**config.mk**
```make
export PLATFORM = sky130hd
export DESIGN_NAME = tmip
export DESIGN_NICKNAME = d
export VERILOG_FILES = /design/src/source/tmip_pkg.sv /design/src/source/tmip_capture.sv /design/src/source/tmip_action_seq.sv /design/src/source/tmip_frame_buf.sv /design/src/source/tmip_xcorr.sv /design/src/source/tmip.sv
export SDC_FILE = /design/constraint.sdc
export NUM_CORES = 1
export LEC_CHECK = 0
export ABC_AREA = 0
export BUFFER_PORTS_ARGS = -buffer_cell sky130_fd_sc_hd__buf_2
export CELL_PAD_IN_SITES_DETAIL_PLACEMENT = 0
export CELL_PAD_IN_SITES_GLOBAL_PLACEMENT = 1
export CORE_MARGIN = 5
export CORE_UTILIZATION = 43
export DETAILED_ROUTE_END_ITERATION = 8
export GPL_TIMING_DRIVEN = 0
export PLACE_DENSITY = 0.66
export SETUP_SLACK_MARGIN = 0.2
export SLEW_MARGIN = 30
export SYNTH_ARGS = -nofsm -noshare
export SYNTH_HDL_FRONTEND = slang
export SYNTH_SLANG_ARGS = --single-unit
```
**constraint.sdc**
```tcl
create_clock -name clk -period 11.6 [get_ports clk]
set_input_delay 3.48 -clock clk [delete_from_list [all_inputs] [get_ports clk]]
set_output_delay 3.48 -clock clk [all_outputs]
set_load 0.005 [all_outputs]
```
**src/source/tmip_pkg.sv**
```systemverilog
`default_nettype none

package tmip_pkg;

  // ------------------------------------------------------------------------
  // constants
  // ------------------------------------------------------------------------
  localparam int corr_bits = 20;
  localparam int act_max = 8;

  // ------------------------------------------------------------------------
  // data types
  // ------------------------------------------------------------------------
  typedef logic [7:0] pixel_t;
  typedef logic [corr_bits-1:0] corr_t;

  // template slots in raster order, slot 0 is the top left tap
  typedef pixel_t [8:0] tmpl_t;

  typedef struct packed {
    pixel_t max_val;
    pixel_t avg_val;
    pixel_t wgt_val;
  } gray_triple_t;

  typedef enum logic [1:0] {
    gray_max = 2'd0,
    gray_avg = 2'd1,
    gray_wgt = 2'd2
  } gray_method_e;

  // codes 3 and 6 are kept in the list but do nothing
  typedef enum logic [2:0] {
    act_maxp_nop = 3'd3,
    act_neg      = 3'd4,
    act_hori     = 3'd5,
    act_medf_nop = 3'd6,
    act_xcorr    = 3'd7
  } action_e;

  typedef struct packed {
    logic         load;
    logic         neg;
    logic         flip;
    gray_method_e method;
  } frame_op_t;

endpackage

`default_nettype wire

```
**src/source/tmip_capture.sv**
```systemverilog
`timescale 1ns/100ps
`default_nettype none

module tmip_capture #(
  parameter int img_dim = 4
) (
  input  logic                                 clk,
  input  logic                                 rst_n,
  input  logic                                 in_valid,
  input  tmip_pkg::pixel_t                     image,
  input  tmip_pkg::pixel_t                     template,
  output logic                                 pix_wr,
  output logic [$clog2(img_dim*img_dim)-1:0]   pix_addr,
  output tmip_pkg::gray_triple_t               pix_gray,
  output tmip_pkg::tmpl_t                      tmpl
);

  localparam int addr_w = $clog2(img_dim*img_dim);

  // 0 = R byte, 1 = G byte, 2 = B byte
  logic [1:0]             phase;
  logic [addr_w-1:0]      pix_cnt;
  logic [3:0]             tmpl_cnt;
  tmip_pkg::pixel_t       r_q;
  tmip_pkg::pixel_t       g_q;
  tmip_pkg::pixel_t       max_rg;
  logic [9:0]             rgb_sum;
  tmip_pkg::gray_triple_t gray_now;
  logic                   b_byte;

  assign b_byte = in_valid && (phase == 2'd2);

  // ------------------------------------------------------------------------
  // grey values, B taken straight from the input byte
  // ------------------------------------------------------------------------
  always_comb
  begin
    max_rg = (r_q > g_q) ? r_q : g_q;
    gray_now.max_val = (max_rg > image) ? max_rg : image;
    rgb_sum = {2'b00, r_q} + {2'b00, g_q} + {2'b00, image};
    gray_now.avg_val = tmip_pkg::pixel_t'(rgb_sum / 10'd3);
    // worst case 63 + 127 + 63 still fits in a byte
    gray_now.wgt_val = (r_q >> 2) + (g_q >> 1) + (image >> 2);
  end

  // ------------------------------------------------------------------------
  // byte counters
  // ------------------------------------------------------------------------
  always_ff @(posedge clk or negedge rst_n)
  begin
    if (!rst_n)
    begin
      phase    <= 2'd0;
      pix_cnt  <= '0;
      tmpl_cnt <= 4'd0;
      pix_wr   <= 1'b0;
    end
    else
    begin
      pix_wr <= b_byte;
      if (in_valid)
      begin
        phase <= (phase == 2'd2) ? 2'd0 : phase + 2'd1;
        if (b_byte)
        begin
          pix_cnt <= pix_cnt + 1'b1;
        end
        if (tmpl_cnt < 4'd9)
        begin
          tmpl_cnt <= tmpl_cnt + 4'd1;
        end
      end
      else
      begin
        // idle between frames, next frame starts from slot 0
        phase    <= 2'd0;
        pix_cnt  <= '0;
        tmpl_cnt <= 4'd0;
      end
    end
  end

  always_ff @(posedge clk)
  begin
    if (in_valid && phase == 2'd0)
    begin
      r_q <= image;
    end
    if (in_valid && phase == 2'd1)
    begin
      g_q <= image;
    end
    if (b_byte)
    begin
      pix_gray <= gray_now;
      pix_addr <= pix_cnt;
    end
    if (in_valid && tmpl_cnt < 4'd9)
    begin
      tmpl[tmpl_cnt] <= template;
    end
  end

  // the stream must end on a B byte
  a_whole_pixels: assert property (@(posedge clk) disable iff (!rst_n)
    $fell(in_valid) |-> phase == 2'd0);

endmodule

`default_nettype wire

```
**src/source/tmip_action_seq.sv**
```systemverilog
`timescale 1ns/100ps
`default_nettype none

module tmip_action_seq (
  input  logic                clk,
  input  logic                rst_n,
  input  logic                in_valid2,
  input  logic [2:0]          action,
  input  logic                xcorr_done,
  output tmip_pkg::frame_op_t frame_op,
  output logic                xcorr_start
);

  localparam int idx_w = $clog2(tmip_pkg::act_max);

  typedef enum logic [1:0] {
    st_input,
    st_load,
    st_run,
    st_xcorr
  } seq_state_e;

  seq_state_e        state;
  logic [idx_w:0]    cnt;
  logic [idx_w-1:0]  idx;
  logic [2:0]        act_buf [tmip_pkg::act_max];
  tmip_pkg::action_e cur_act;
  logic              last_entry;

  assign cur_act = tmip_pkg::action_e'(act_buf[idx]);
  assign last_entry = ({1'b0, idx} + 1'b1) == cnt;

  // action list, entry 0 holds the grey method
  always_ff @(posedge clk)
  begin
    if (in_valid2)
    begin
      act_buf[cnt[idx_w-1:0]] <= action;
    end
  end

  // ------------------------------------------------------------------------
  // sequencer
  // ------------------------------------------------------------------------
  always_ff @(posedge clk or negedge rst_n)
  begin
    if (!rst_n)
    begin
      state <= st_input;
      cnt   <= '0;
      idx   <= '0;
    end
    else
    begin
      case (state)
        st_input:
        begin
          if (in_valid2)
          begin
            cnt <= cnt + 1'b1;
          end
          else if (cnt != '0)
          begin
            state <= st_load;
          end
        end
        st_load:
        begin
          idx   <= idx_w'(1);
          state <= st_run;
        end
        st_run:
        begin
          if (cur_act == tmip_pkg::act_xcorr)
          begin
            state <= st_xcorr;
          end
          else if (last_entry)
          begin
            // list ran out without a correlation
            state <= st_input;
            cnt   <= '0;
          end
          else
          begin
            idx <= idx + 1'b1;
          end
        end
        default:
        begin
          if (xcorr_done)
          begin
            state <= st_input;
            cnt   <= '0;
          end
        end
      endcase
    end
  end

  // one strobe per cycle, decoded from the current entry
  always_comb
  begin
    frame_op = '0;
    frame_op.method = tmip_pkg::gray_method_e'(act_buf[0][1:0]);
    xcorr_start = 1'b0;
    case (state)
      st_load:
      begin
        frame_op.load = 1'b1;
      end
      st_run:
      begin
        case (cur_act)
          tmip_pkg::act_neg:
            frame_op.neg = 1'b1;
          tmip_pkg::act_hori:
            frame_op.flip = 1'b1;
          tmip_pkg::act_xcorr:
            xcorr_start = 1'b1;
          default:
            ;
        endcase
      end
      default:
        ;
    endcase
  end

  a_list_len: assert property (@(posedge clk) disable iff (!rst_n)
    in_valid2 |-> state == st_input && int'(cnt) < tmip_pkg::act_max);

endmodule

`default_nettype wire

```
**src/source/tmip_frame_buf.sv**
```systemverilog
`timescale 1ns/100ps
`default_nettype none

module tmip_frame_buf #(
  parameter int img_dim = 4
) (
  input  logic                               clk,
  input  logic                               rst_n,
  input  logic                               pix_wr,
  input  logic [$clog2(img_dim*img_dim)-1:0] pix_addr,
  input  tmip_pkg::gray_triple_t             pix_gray,
  input  tmip_pkg::frame_op_t                frame_op,
  input  logic [$clog2(img_dim*img_dim)-1:0] rd_addr,
  output tmip_pkg::pixel_t                   rd_pixel
);

  localparam int npix = img_dim*img_dim;

  tmip_pkg::gray_triple_t planes [npix];
  tmip_pkg::pixel_t       work [npix];

  function automatic tmip_pkg::pixel_t sel_gray(
    input tmip_pkg::gray_triple_t g,
    input tmip_pkg::gray_method_e m
  );
    case (m)
      tmip_pkg::gray_avg:
        return g.avg_val;
      tmip_pkg::gray_wgt:
        return g.wgt_val;
      default:
        return g.max_val;
    endcase
  endfunction

  // ------------------------------------------------------------------------
  // grey planes, written as pixels arrive
  // ------------------------------------------------------------------------
  always_ff @(posedge clk)
  begin
    if (pix_wr)
    begin
      planes[pix_addr] <= pix_gray;
    end
  end

  // ------------------------------------------------------------------------
  // working image, every operation finishes in one clock
  // ------------------------------------------------------------------------
  always_ff @(posedge clk)
  begin
    if (frame_op.load)
    begin
      for (int i = 0; i < npix; i++)
      begin
        work[i] <= sel_gray(planes[i], frame_op.method);
      end
    end
    else if (frame_op.neg)
    begin
      for (int i = 0; i < npix; i++)
      begin
        work[i] <= ~work[i];
      end
    end
    else if (frame_op.flip)
    begin
      // horizontal mirror, row by row
      for (int y = 0; y < img_dim; y++)
      begin
        for (int x = 0; x < img_dim; x++)
        begin
          work[y*img_dim + x] <= work[y*img_dim + img_dim - 1 - x];
        end
      end
    end
  end

  assign rd_pixel = work[rd_addr];

  a_one_op: assert property (@(posedge clk) disable iff (!rst_n)
    $onehot0({frame_op.load, frame_op.neg, frame_op.flip}));

endmodule

`default_nettype wire

```
**src/source/tmip_xcorr.sv**
```systemverilog
`timescale 1ns/100ps
`default_nettype none

module tmip_xcorr #(
  parameter int img_dim = 4
) (
  input  logic                               clk,
  input  logic                               rst_n,
  input  logic                               xcorr_start,
  input  tmip_pkg::tmpl_t                    tmpl,
  input  tmip_pkg::pixel_t                   rd_pixel,
  output logic [$clog2(img_dim*img_dim)-1:0] rd_addr,
  output logic                               xcorr_done,
  output logic                               out_valid,
  output logic                               out_value
);

  localparam int npix = img_dim*img_dim;
  localparam int addr_w = $clog2(npix);
  localparam int dim_w = $clog2(img_dim);
  localparam int last_bit = tmip_pkg::corr_bits - 1;

  // accumulator side
  logic              run;
  logic [dim_w-1:0]  pix_x;
  logic [dim_w-1:0]  pix_y;
  logic [1:0]        tap_x;
  logic [1:0]        tap_y;
  logic              first_tap;
  logic              step;
  logic              acc_done;
  logic              last_pix;
  logic              tap_in;
  int                row;
  int                col;
  logic [15:0]       prod;
  tmip_pkg::corr_t   acc;
  tmip_pkg::corr_t   acc_sum;

  // serializer side
  tmip_pkg::corr_t   hold;
  logic              hold_valid;
  tmip_pkg::corr_t   shift_q;
  tmip_pkg::corr_t   next_word;
  logic [4:0]        bit_cnt;
  logic [addr_w-1:0] word_cnt;
  logic              word_end;
  logic              shift_free;
  logic              load_now;

  // ------------------------------------------------------------------------
  // tap address and product, zero outside the image
  // ------------------------------------------------------------------------
  always_comb
  begin
    row = int'(pix_y) + int'(tap_y) - 1;
    col = int'(pix_x) + int'(tap_x) - 1;
    tap_in = (row >= 0) && (row < img_dim) && (col >= 0) && (col < img_dim);
    rd_addr = tap_in ? addr_w'(row*img_dim + col) : '0;
    prod = tap_in ? rd_pixel * tmpl[tap_y*3 + tap_x] : 16'd0;
  end

  assign first_tap = (tap_x == 2'd0) && (tap_y == 2'd0);
  // a new pixel only starts once the holding register is empty
  assign step = run && !(first_tap && hold_valid);
  assign acc_done = step && (tap_x == 2'd2) && (tap_y == 2'd2);
  assign acc_sum = (first_tap ? '0 : acc) + tmip_pkg::corr_t'(prod);
  assign last_pix = (pix_x == dim_w'(img_dim - 1)) && (pix_y == dim_w'(img_dim - 1));

  assign word_end = out_valid && (bit_cnt == 5'(last_bit));
  assign shift_free = !out_valid || (word_end && !hold_valid);
  assign load_now = (word_end && hold_valid) || (acc_done && shift_free);
  assign next_word = hold_valid ? hold : acc_sum;

  // ------------------------------------------------------------------------
  // pixel and tap counters
  // ------------------------------------------------------------------------
  always_ff @(posedge clk or negedge rst_n)
  begin
    if (!rst_n)
    begin
      run   <= 1'b0;
      tap_x <= 2'd0;
      tap_y <= 2'd0;
      pix_x <= '0;
      pix_y <= '0;
    end
    else if (xcorr_start)
    begin
      run   <= 1'b1;
      tap_x <= 2'd0;
      tap_y <= 2'd0;
      pix_x <= '0;
      pix_y <= '0;
    end
    else if (step)
    begin
      if (tap_x == 2'd2)
      begin
        tap_x <= 2'd0;
        tap_y <= (tap_y == 2'd2) ? 2'd0 : tap_y + 2'd1;
      end
      else
      begin
        tap_x <= tap_x + 2'd1;
      end
      if (acc_done)
      begin
        if (last_pix)
        begin
          run <= 1'b0;
        end
        if (pix_x == dim_w'(img_dim - 1))
        begin
          pix_x <= '0;
          pix_y <= pix_y + 1'b1;
        end
        else
        begin
          pix_x <= pix_x + 1'b1;
        end
      end
    end
  end

  // ------------------------------------------------------------------------
  // serializer, MSB first with no gap between words
  // ------------------------------------------------------------------------
  always_ff @(posedge clk or negedge rst_n)
  begin
    if (!rst_n)
    begin
      out_valid  <= 1'b0;
      out_value  <= 1'b0;
      bit_cnt    <= 5'd0;
      word_cnt   <= '0;
      hold_valid <= 1'b0;
      xcorr_done <= 1'b0;
    end
    else
    begin
      xcorr_done <= 1'b0;
      if (acc_done && !shift_free)
      begin
        hold_valid <= 1'b1;
      end
      else if (word_end && hold_valid)
      begin
        hold_valid <= 1'b0;
      end

      if (load_now)
      begin
        out_valid <= 1'b1;
        out_value <= next_word[last_bit];
        bit_cnt   <= 5'd0;
      end
      else if (word_end)
      begin
        out_valid <= 1'b0;
        out_value <= 1'b0;
        bit_cnt   <= 5'd0;
      end
      else if (out_valid)
      begin
        out_value <= shift_q[last_bit];
        bit_cnt   <= bit_cnt + 5'd1;
      end

      if (xcorr_start)
      begin
        word_cnt <= '0;
      end
      else if (word_end)
      begin
        word_cnt   <= word_cnt + 1'b1;
        xcorr_done <= word_cnt == addr_w'(npix - 1);
      end
    end
  end

  always_ff @(posedge clk)
  begin
    if (step)
    begin
      acc <= acc_sum;
    end
    if (acc_done && !shift_free)
    begin
      hold <= acc_sum;
    end
    if (load_now)
    begin
      shift_q <= next_word << 1;
    end
    else
    begin
      shift_q <= shift_q << 1;
    end
  end

  // out_valid may only fall after the last bit of the last pixel
  a_out_gapless: assert property (@(posedge clk) disable iff (!rst_n)
    $fell(out_valid) |->
      $past(bit_cnt) == 5'(last_bit) && $past(word_cnt) == addr_w'(npix - 1));

endmodule

`default_nettype wire

```
**src/source/tmip.sv**
```systemverilog
`timescale 1ns/100ps
`default_nettype none

module tmip #(
  parameter int img_dim = 4
) (
  input  logic             clk,
  input  logic             rst_n,
  input  logic             in_valid,
  input  logic             in_valid2,
  input  tmip_pkg::pixel_t image,
  input  tmip_pkg::pixel_t template,
  input  logic [2:0]       action,
  output logic             out_valid,
  output logic             out_value
);

  localparam int addr_w = $clog2(img_dim*img_dim);

  // ------------------------------------------------------------------------
  // block interconnect
  // ------------------------------------------------------------------------
  logic                   pix_wr;
  logic [addr_w-1:0]      pix_addr;
  tmip_pkg::gray_triple_t pix_gray;
  tmip_pkg::tmpl_t        tmpl;
  tmip_pkg::frame_op_t    frame_op;
  logic                   xcorr_start;
  logic                   xcorr_done;
  logic [addr_w-1:0]      rd_addr;
  tmip_pkg::pixel_t       rd_pixel;

  tmip_capture #(
    .img_dim (img_dim)
  ) i_capture (
    .clk      (clk),
    .rst_n    (rst_n),
    .in_valid (in_valid),
    .image    (image),
    .template (template),
    .pix_wr   (pix_wr),
    .pix_addr (pix_addr),
    .pix_gray (pix_gray),
    .tmpl     (tmpl)
  );

  tmip_action_seq i_action_seq (
    .clk         (clk),
    .rst_n       (rst_n),
    .in_valid2   (in_valid2),
    .action      (action),
    .xcorr_done  (xcorr_done),
    .frame_op    (frame_op),
    .xcorr_start (xcorr_start)
  );

  tmip_frame_buf #(
    .img_dim (img_dim)
  ) i_frame_buf (
    .clk      (clk),
    .rst_n    (rst_n),
    .pix_wr   (pix_wr),
    .pix_addr (pix_addr),
    .pix_gray (pix_gray),
    .frame_op (frame_op),
    .rd_addr  (rd_addr),
    .rd_pixel (rd_pixel)
  );

  tmip_xcorr #(
    .img_dim (img_dim)
  ) i_xcorr (
    .clk         (clk),
    .rst_n       (rst_n),
    .xcorr_start (xcorr_start),
    .tmpl        (tmpl),
    .rd_pixel    (rd_pixel),
    .rd_addr     (rd_addr),
    .xcorr_done  (xcorr_done),
    .out_valid   (out_valid),
    .out_value   (out_value)
  );

endmodule

`default_nettype wire

```
-- Word level (Yosys, flattened, before mapping)
Memory sizes are Yosys's and may differ from the RTL's.
Cells that the tools add are included.
W data, S select, Z words.
- add/sub/neg operators: 23
- multipliers: 2
- div/mod/pow operators: 1
- order comparisons: 10
- equal/unequal tests: 25
- muxes and demuxes: 148
- bitwise logic cells: 49
- reductions and logical operators: 49
- operator list (operator ; number):
    $mux W8 ; 52
    $pmux W8 S2 ; 16
    $not A8 Y8 ; 16
    $bwmux W72 ; 1
    $ge A32 B1 Y1 const B ; 2
    $lt A32 B4 Y1 const B ; 2
    $mux W20 ; 3
    $mux W2 ; 23
    $mux W4 ; 11
    $bmux W8 S4 ; 1
    $demux W8 S4 ; 1
    $lt A32 B5 Y1 const B ; 1
    $or A1 B1 Y1 ; 32
    $mux W1 ; 31
    $add A20 B16 Y20 ; 1
    $logic_and A1 B1 Y1 ; 19
    $reduce_bool A2 Y1 ; 9
    $add A4 B1 Y4 const B ; 4
    $gt A8 B8 Y1 ; 2
    $mul A8 B8 Y16 ; 1
    $mux W16 ; 1
    $mux W5 ; 3
    $eq A2 B2 Y1 const B ; 7
    $pmux W4 S3 ; 1
    other kinds (38) ; 67
- register bits: 218
- bits in writable memories: 536
- bits of input ports: 23
- output and inout bits: 2
- logic and storage cells: 346
- memories: 3
- memories (name ; depth ; width ; rd ports ; clocked after Yosys merged registers in ; write ports ; RTL line ; text):
    i_frame_buf.planes ; 16 ; 24 ; 16 ; 0 ; 1 ; tmip_frame_buf.sv:19 ; tmip_pkg::gray_triple_t planes [npix];
    i_frame_buf.work ; 16 ; 8 ; 17 ; 0 ; 16 ; tmip_frame_buf.sv:20 ; tmip_pkg::pixel_t work [npix];
    i_action_seq.act_buf ; 8 ; 3 ; 2 ; 0 ; 1 ; tmip_action_seq.sv:26 ; logic [2:0] act_buf [tmip_pkg::act_max];

-- Depth between registers and ports, before layout
Gate-level depths: netlist (run 1).
An unclocked memory read counts as a cell.
- word-level depth: 13
- depth in mapped cells: 45
- gate-level depth less buffers: 44

-- Cells and area by module
A second synthesis (run 1) with hierarchy kept.
- cells, all modules: 2826
- area total of the unflattened synthesis: 37036.8 um^2
- by module, submodules not included (module ; times used ; cells an instance ; area each (um^2) ; sequential area each (um^2)):
    tmip_frame_buf ; 1 ; 1417 ; 21304.2 ; 15374.7
    tmip_xcorr ; 1 ; 749 ; 7292.0 ; 2132.0
    tmip_capture ; 1 ; 541 ; 6772.7 ; 3758.6
    tmip_action_seq ; 1 ; 119 ; 1667.8 ; 945.9

-- Worst setup path before layout (run 1)
OpenSTA, ideal clock, no wires.
- kind: register to register
- start: register i_xcorr.tap_y[1]
- end: register i_xcorr.acc[19] (data pin)
- setup time: 0.136 ns
- arrival time: 8.212 ns
- data required time: 11.464 ns
- path slack: 3.252 ns
- stages on the path, launching flop included: 41
- buffers on the path: 1
- clock period less this slack: 8.348 ns
- path through: dfrtp_1 > inv_1 > ha_1 > inv_1 > ha_1 > ha_1 > nand4b_1 > o21ai_0 > nand2_1 > or2_2 > nor2_1 > clkbuf_1 > a211oi_1 > a311oi_1 > a31oi_1 > a21oi_1 > nand2_1 > fa_1 > [5 not listed] > inv_1 > o21bai_1 > a21oi_1 > o21bai_1 > a21oi_1 > o21bai_1 > a21oi_1 > o21bai_1 > a21oi_1 > xor2_1 > nor2_1 > ha_1 > nand3_1 > o31ai_1 > o21a_1 > nor2_1 > or4_1 > nand2_1
- longest elaborated chain between the ends: 11
- elaborated cells between the ends (all ways): 20
- classes of those cells: 5 x add/sub; 2 x mul; 2 x order compare; 5 x mux; 5 x reduce/logical; 1 x memory
- ends and longest elaborated chain (element ; RTL line ; text):
    start: declaration ; tmip_xcorr.sv:28 ; logic [1:0] tap_y;
    start signal: assignment ; tmip_xcorr.sv:101 ; tap_y <= (tap_y == 2'd2) ? 2'd0 : tap_y + 2'd1;
    $add A2 B2 Y3 ; tmip_xcorr.sv:56 ; row = int'(pix_y) + int'(tap_y) - 1;
    $sub A3 B1 Y4 ; tmip_xcorr.sv:56 ;
    $ge A32 B1 Y1 / $lt A32 B4 Y1 (equally long branches) ; tmip_xcorr.sv:58 ; tap_in = (row >= 0) && (row < img_dim) && (col >= 0) && (col < img_dim);
    $logic_and A1 B1 Y1 (3 in a row) ; tmip_xcorr.sv:58 ;
    $mux W4 ; tmip_xcorr.sv:59 ; rd_addr = tap_in ? addr_w'(row*img_dim + col) : '0;
    $mem_v2 Z16 W8 ; n/a ;
    $mul A8 B8 Y16 ; tmip_xcorr.sv:60 ; prod = tap_in ? rd_pixel * tmpl[tap_y*3 + tap_x] : 16'd0;
    $mux W16 ; tmip_xcorr.sv:60 ;
    $add A20 B16 Y20 (*) ; tmip_xcorr.sv:67 ; assign acc_sum = (first_tap ? '0 : acc) + tmip_pkg::corr_t'(prod);
    named net i_xcorr.acc_sum[19] ; tmip_xcorr.sv:38 ; tmip_pkg::corr_t acc_sum;
    end signal: assignment ; tmip_xcorr.sv:186 ; acc <= acc_sum;
    end: declaration ; tmip_xcorr.sv:37 ; tmip_pkg::corr_t acc;
The timed path passes the listed nets; every way through them passes the cells marked *. The select of a mux whose other input is x is not followed.
A chain may end at the register's enable or synchronous reset.

-- Worst setup path in the final report (run 1)
- start: register i_xcorr.tap_y[1]
- end: register i_xcorr.hold[19] (data pin)
- longest elaborated chain between the ends: 11
- elaborated cells between the ends (all ways): 20
- classes of those cells: 5 x add/sub; 2 x mul; 2 x order compare; 5 x mux; 5 x reduce/logical; 1 x memory
- ends and longest elaborated chain (element ; RTL line ; text):
    $add A2 B2 Y3 ; tmip_xcorr.sv:56 ;
    $sub A3 B1 Y4 ; tmip_xcorr.sv:56 ;
    $ge A32 B1 Y1 / $lt A32 B4 Y1 (equally long branches) ; tmip_xcorr.sv:58 ;
    $logic_and A1 B1 Y1 (3 in a row) ; tmip_xcorr.sv:58 ;
    $mux W4 ; tmip_xcorr.sv:59 ;
    $mem_v2 Z16 W8 ; n/a ;
    $mul A8 B8 Y16 ; tmip_xcorr.sv:60 ;
    $mux W16 ; tmip_xcorr.sv:60 ;
    $add A20 B16 Y20 (*) ; tmip_xcorr.sv:67 ;
    named net i_xcorr.acc_sum[19] ; tmip_xcorr.sv:38 ;
    end signal: assignment ; tmip_xcorr.sv:190 ; hold <= acc_sum;
    end: declaration ; tmip_xcorr.sv:41 ; tmip_pkg::corr_t hold;
Marks and branches as above.

==> results by group, run 1 <==
Status
  • Outcome: complete, no violations

Synthesis
  • Post-synth top flop: edfxtp_1
  • Seq/Total Area, Yosys: 61.22%
  • EDFF count, synth: 692
  • Syn_area_per_cell: 12.10 um^2
  • Post-synthesis async set-or-reset flop share: 5.578%
  • Mapped Nets: 3197
  • Area of the mapped netlist: 36280 um^2
  • Synth Register Bits: 753
  • Ys Warns: 0
  • Top post-synthesis cells by area: edfxtp_1 (57%), ha_1 (4.4%), a21oi_1 (3.3%)
  • Top-count cell post-synth: edfxtp_1
  • Library cells used by synthesis: 78
  • Largest area contributor in the netlist: edfxtp_1
  • Synth top area share: 57.28%
  • Commonest cells post-synth: edfxtp_1 (692), nand2_1 (294), nor2_1 (278), a21oi_1 (237), o21ai_0 (186)
  • Synth Instances: 2999

Place
  • Gp weighted congestion: 0.9000
  • PortBufs: 24
  • Post-DP HPWL: 74730 um
  • Dpl cells: 4187

STA
  • Min cycle time layout: 10250 ps
  • Setup TNS: 0 ps
  • Slew Limit Fails: 0
  • Max_slew headroom: 26.87%
  • Fmax: 0.09759 GHz
  • Unrepaired setup endpoints after global routing: false
  • Worst-Margin Slew: 1090 ps
  • Hold WS: 430.9 ps
  • Final hold vios: 0
  • Tcrit/Tclk final: 88.34%
  • Endpoints failing setup: 0
  • Clock Skew: 45.09 ps

Critical path
  • Critical path's slowest cell: a21oi_1
  • CP Data Arrival Time: 10740 ps
  • CP endpoint kind: flop
  • Crit-path max FO: 10
  • Crit path largest cell delay: 760 ps
  • CP Launch Type: flop
  • CP Launch Point: i_xcorr.tap_y[1]
  • Crit path required time: 12100 ps
  • Critical path class: reg2reg
  • Worst r2r src: i_xcorr.tap_y[1]

Cells and area
  • Fin nets: 3338
  • Ant diodes: 0
  • Fin cells: 4339
  • Share of layout cells above drive strength 1: 8.362%
  • Area Growth Syn to Fin: 13.98%

Drt
  • Via density: 5.682
  • Final ANT Viol Nets: 0
  • Drt first-iter violations: 2514
  • Via count: 24.66k
  • Post-route DRC violation count: 0
  • Routed WL: 102600 um
  • Detailed Routing Iterations Pass 1: 5
  • Wire per inst: 23.64 um

Clock tree
  • Sink Count: 753
  • Htree depth: 3
  • Worst-Skew Late Latency: 670 ps
  • Postcts setup bufs: 0
  • CTS Buf Count: 83
  • CTS tree: built
  • CTS resizes: 0
  • CTS root buf: clkbuf_16
  • Reg clk slew, reported paths: 60 ps
  • CTS max path bufs: 3
  • Hold-fix buffers at CTS: 0

Global routing
  • Overall Global Routing Usage: 22.45%
  • First-pass GRT wire length: 154200 um
  • M1 GR Usage: 32.03%
  • Pin count of the biggest net entering global routing: 43
  • Met2 usage in global routing: 36.10%
  • GRT busiest layer: met2
  • Grt ovf: 0
  • Vias in the first global route: 24.31k
  • Initial antenna violation count: 0
  • GR Util met3: 3.713%

Floorplanning
  • # IOs: 25
  • Die Ht: 300.5 um
  • Die area: 90280 um^2
  • Core ar.: 83690 um^2
  • Num rows: 106
  • Die W: 300.5 um
  • Starting Density: 43.35%

Flow run
  • Maxcap violations: 0

Hold path
  • Hold_sp: i_xcorr.shift_q[11]
  • Worst hold path type: reg2reg
worst paths after layout:
path	endpoint	slack (ps)	cells past startpoint
min in group asynchronous	i_action_seq.cnt[1]	2830	1
hold reg to reg	i_xcorr.shift_q[12]	430	2
setup reg to reg	i_xcorr.hold[19]	1350	40
hold / removal	i_xcorr.shift_q[12]	430	2
max in group asynchronous	i_capture.pix_cnt[2]	8250	1
setup / recovery	i_xcorr.hold[19]	1350	40
layout make-up:
cell class / count / area [um^2]
Tap cell: 1134 / 1419
Clock inverter: 53 / 706.9
Multi-Input combinational cell: 1937 / 13090
Timing Repair Buffer: 56 / 591.8
Fill cell: 7380 / 42340
Clock buffer: 97 / 2160
Sequential cell: 753 / 22210
Inverter: 136 / 510.5
Buffer: 173 / 659.4
worst max-delay path, delay by kind of cell, from the launching register on:
family	cells	cell delay (ps)
fa+ha+maj	9	3470
compound gates	15	3260
simple gates	10	1910
buf+inv	5	900
flops	1	410
xor+xnor	1	160
cells by family (layout without fill, tap and decap cells):
group / Yosys count / in the layout / synth area share, %
AO/OA/AOI/OAI: 818 / 818 / 14.28
AND/OR/NAND/NOR: 808 / 808 / 9.891
flip-flops: 753 / 753 / 61.22
buffers and inverters: 309 / 515 / 3.221
adder cells (fa/ha/maj): 176 / 176 / 7.056
multiplexers: 78 / 78 / 2.952
XOR/XNOR: 57 / 57 / 1.376
stage by stage:
step	cell area [um^2]	setup slack (ps)	utilization (%)
finish	41350	1353	49.41
global route	41350	609.3	49.41
CTS	41310	1313	49.37
detailed placement	38450	1358	45.94
global placement	37820	1423	45.19
floorplan	36280	3252	-
cell usage in the layout, fill, tap and decap left out, types with 39 or more instances in the layout:
cell / synthesis / routed
a211oi_1: 102 / 102
a21oi_1: 237 / 237
and2_1: 63 / 62
dfrtp_1: 42 / 42
edfxtp_1: 692 / 692
clkbuf_16: 0 / 83
inv_1: 136 / 136
fa_1: 48 / 48
mux2i_1: 44 / 43
a22oi_1: 130 / 130
nand2_1: 294 / 294
ha_1: 127 / 127
o211ai_1: 39 / 39
o21ai_0: 186 / 186
nor2_1: 278 / 264
clkbuf_1: 160 / 171
registers in the layout (all words and copies together), names as in the netlist, 5 cells and up:
signal	cells
i_xcorr.hold	20
i_capture.g_q	8
i_frame_buf.work	128
i_frame_buf.planes	384
i_xcorr.acc	20
i_xcorr.bit_cnt	5
i_xcorr.shift_q	19
i_capture.tmpl	72
i_capture.r_q	8
i_capture.pix_gray	24
i_action_seq.act_buf	24
per-layer routing:
layer  vias to the layer above  wire length, um
li1                      11410                -
met1                     12260            44910
met2                       841            47960
met3                       148             7399
met4                         0             2293
met5                         -                0
Power of run 1 is not shown: default switching activity piles up to over one toggle a cycle in this logic, so the estimate is an artifact.
==> run 2, diff against run 1 <==
ABC_AREA = 1   (was 0)
GPL_TIMING_DRIVEN = not set   (was 0)
PLACE_DENSITY = 0.67   (was 0.66)
==> run 2 against run 1 <==
  * Worst hold slack improved by 1.6 ps
  * Clock-buffer cell count up 13
  * Final area fell by 3.8%
==> results by group, run 2 <==
Cells and area
  • Leading cell type in the layout, fill and taps excluded: edfxtp_1 (unchanged)
  • Area Growth Syn to Fin: 11.41% (was 13.98%)
  • Top flop regs: i_frame_buf.planes x384, i_frame_buf.work x128, i_capture.tmpl x72 (unchanged)
  • Most frequent cells in the layout: edfxtp_1 (692), nand2_1 (551), inv_1 (332) (was edfxtp_1 (692), nand2_1 (294), nor2_1 (264))
  • Max reg flops: 384 (unchanged)
  • Seq. cell area: 22210 um^2 (unchanged)
  • Fillers: 7313 (was 7380)
  • Multi-input gate area: 11830 um^2 (was 13090 um^2)
  • Largest Register: i_frame_buf.planes (unchanged)
  • Fin cells: 4255 (was 4339)
  • Ant diodes: 0 (unchanged)
  • Fin nets: 3315 (was 3338)
  • Share of layout cells above drive strength 1: 9.011% (was 8.362%)

Critical path
  • Critical Path Stages: 51 (was 40)
  • Crit-path max FO: 30 (was 10)
  • Worst r2r src: i_xcorr.tap_y[1] (unchanged)
  • CP Launch Type: flop (unchanged)
  • Crit path max-delay family: adder cells (unchanged)
  • Worst path bufs/invs: 10 (was 5)
  • Crit path largest cell delay: 520 ps (was 760 ps)
  • Cell repeated most along the worst path: inv_1
  • Worst r2r dst: i_xcorr.out_value (was i_xcorr.hold[19])
  • Critical path's slowest cell: inv_2 (was a21oi_1)
  • Crit path required time: 12160 ps (was 12100 ps)
  • CP Launch Point: i_xcorr.tap_y[1] (unchanged)
  • R2R Setup Slk: 1850 ps (was 1350 ps)
  • CP Data Arrival Time: 10310 ps (was 10740 ps)
  • CP endpoint kind: flop (unchanged)
  • Critical path class: reg2reg (unchanged)
  • Critical Path End: i_xcorr.out_value (was i_xcorr.hold[19])
  • Worst reg-to-reg path cell count: 51 (was 40)

STA
  • Hold WS: 432.5 ps (was 430.9 ps)
  • Tcrit/Tclk final: 84.08% (was 88.34%)
  • Final hold vios: 0 (unchanged)
  • Clock Skew: 22.97 ps (was 45.09 ps)
  • Slew Limit Fails: 0 (unchanged)
  • Fmax: 0.1025 GHz (was 0.09759 GHz)
  • Worst-Margin Slew: 1008 ps (was 1090 ps)
  • Min cycle time layout: 9754 ps (was 10250 ps)
  • Setup TNS: 0 ps (unchanged)
  • Setup WS post-layout: 1846 ps (was 1353 ps)
  • Unrepaired setup endpoints after global routing: false (unchanged)
  • Max_slew headroom: 32.65% (was 26.87%)
  • Endpoints failing setup: 0 (unchanged)

Synthesis
  • Synth Instances: 3096 (was 2999)
  • Commonest cells post-synth: edfxtp_1 (692), nand2_1 (554), inv_1 (339), nor2_1 (233), o21ai_0 (204) (was edfxtp_1 (692), nand2_1 (294), nor2_1 (278), a21oi_1 (237), o21ai_0 (186))
  • Largest area contributor in the netlist: edfxtp_1 (unchanged)
  • Syn_area_per_cell: 11.54 um^2 (was 12.10 um^2)
  • Ys Warns: 0 (unchanged)
  • Area of the mapped netlist: 35710 um^2 (was 36280 um^2)
  • Post-synth top flop: edfxtp_1 (unchanged)
  • EDFF count, synth: 692 (unchanged)
  • Library cells used by synthesis: 54 (was 78)
  • Top-count cell post-synth: edfxtp_1 (unchanged)
  • Synth top area share: 58.18% (was 57.28%)
  • Synth Register Bits: 753 (unchanged)
  • Seq/Total Area, Yosys: 62.19% (was 61.22%)
  • Mapped Nets: 3294 (was 3197)
  • Top post-synthesis cells by area: edfxtp_1 (58%), nand2_1 (5.8%), ha_1 (4.4%) (was edfxtp_1 (57%), ha_1 (4.4%), a21oi_1 (3.3%))
  • Post-synthesis async set-or-reset flop share: 5.578% (unchanged)

Drt
  • Via count: 24.03k (was 24.66k)
  • Via density: 5.647 (was 5.682)
  • Wire per inst: 21.96 um (was 23.64 um)
  • Final ANT Viol Nets: 0 (unchanged)
  • Routed WL: 93420 um (was 102600 um)
  • Detailed Routing Iterations Pass 1: 8 (was 5)
  • Post-route DRC violation count: 0 (unchanged)
  • Drt first-iter violations: 1881 (was 2514)

Clock tree
  • CTS Buf Count: 82 (was 83)
  • CTS tree: built (unchanged)
  • Postcts setup bufs: 0 (unchanged)
  • Reg clk slew, reported paths: 60 ps (about the same)
  • Htree depth: 3 (unchanged)
  • CTS root buf: clkbuf_16 (unchanged)
  • CTS max path bufs: 3 (unchanged)
  • Worst-Skew Late Latency: 630 ps (was 670 ps)
  • Sink Count: 753 (unchanged)
  • CTS resizes: 0 (unchanged)
  • Hold-fix buffers at CTS: 0 (unchanged)

Place
  • Dpl cells: 4100 (was 4187)
  • PortBufs: 24 (unchanged)
  • Placement Setup Slack: 1834 ps (was 1358 ps)
  • Gp weighted congestion: 0.8597 (was 0.9000)
  • Post-DP HPWL: 57270 um (was 74730 um)

Flow run
  • Maxcap violations: 0 (unchanged)

Global routing
  • Grt ovf: 0 (unchanged)
  • Overall Global Routing Usage: 20.56% (was 22.45%)
  • Vias in the first global route: 24.03k (was 24.31k)
  • Initial antenna violation count: 0 (unchanged)
  • First-pass GRT wire length: 143300 um (was 154200 um)
  • Pin count of the biggest net entering global routing: 75 (was 43)

Floorplanning
  • Die area: 88920 um^2 (was 90280 um^2)
  • Starting Density: 43.43% (was 43.35%)
  • Die Ht: 298.2 um (was 300.5 um)
  • Core ar.: 82240 um^2 (was 83690 um^2)
  • Num rows: 105 (was 106)
  • Die W: 298.2 um (was 300.5 um)
  • # IOs: 25 (unchanged)

Status
  • Outcome: complete, no violations (unchanged)

Hold path
  • Worst hold path type: reg2reg (unchanged)
-- run 2: changes by cell type after synthesis, moves of 23 or more --
cell	before	now
inv_1	136	339
nand2_2	0	23
a22oi_1	130	1
nor2_1	278	233
a21oi_1	237	131
nor2b_1	36	0
a22o_1	12	102
a211oi_1	102	4
and2_1	63	1
nand2_1	294	554
o221ai_1	2	125
clkbuf_1	160	126
-- run 2: layout make-up --
type	count	share of cell area, %
flip-flops and latches	753	55.82
multi-input cells	1855	29.73
clock buffers	110	5.522
well taps	1070	3.365
inverters	346	3.277
repair buffers	79	1.409
clock inverters	42	0.8742
-- run 2: logic make-up after synthesis --
family	share of synthesized area (%)
AOI/OAI and AO/OA	13.51
muxes	0.6726
and+or+nand+nor	10.31
xor gates and xnor gates	1.055
buffers and inverters	5.129
adders and majority gates	7.140
DFF	62.19
-- run 2: worst min-delay path by stage --
stage                                    from                  end  slack (ps)  depth (start not counted)
after detailed placement  i_xcorr.shift_q[16]  i_xcorr.shift_q[17]         420                          2
final                     i_xcorr.shift_q[16]  i_xcorr.shift_q[17]         430                          2
after CTS                 i_xcorr.shift_q[16]  i_xcorr.shift_q[17]         440                          2
after global placement    i_xcorr.shift_q[17]  i_xcorr.shift_q[18]         420                          2
after floorplan            i_xcorr.shift_q[9]  i_xcorr.shift_q[10]         410                          2
after global routing      i_xcorr.shift_q[10]  i_xcorr.shift_q[11]         460                          2
-- run 2: worst reg2reg max path: cells and delay by family, from the launching register on --
| kind | cells | cell delay (ps) |
|---|---|---|
| AND/OR/NAND/NOR | 16 | 1580 |
| adder cells (fa/ha/maj) | 9 | 3300 |
| buffers and inverters | 10 | 1390 |
| flip-flops | 1 | 410 |
| XOR/XNOR | 1 | 240 |
| AO/OA/AOI/OAI | 15 | 2740 |
-- run 2: per-stage QoR --
step	utilization [%]	cell area, um^2
finish	48.38	39790
global placement	45.21	37180
floorplan	-	35710
CTS	48.31	39730
detailed placement	45.22	37190
global route	48.38	39790
-- run 2: per-layer routing --
metal  wire (um)  part of all wire [%]  vias up  track usage (%)
met4        2371                   2.5        0            5.504
met1       41200                    44    11950            28.89
met2       43590                    47      810            33.54
met3        6269                   6.7      141            3.277
li1            -                     -    11130                -
met5           0                     0        -                0
Power of run 2 is left out for the same reason.
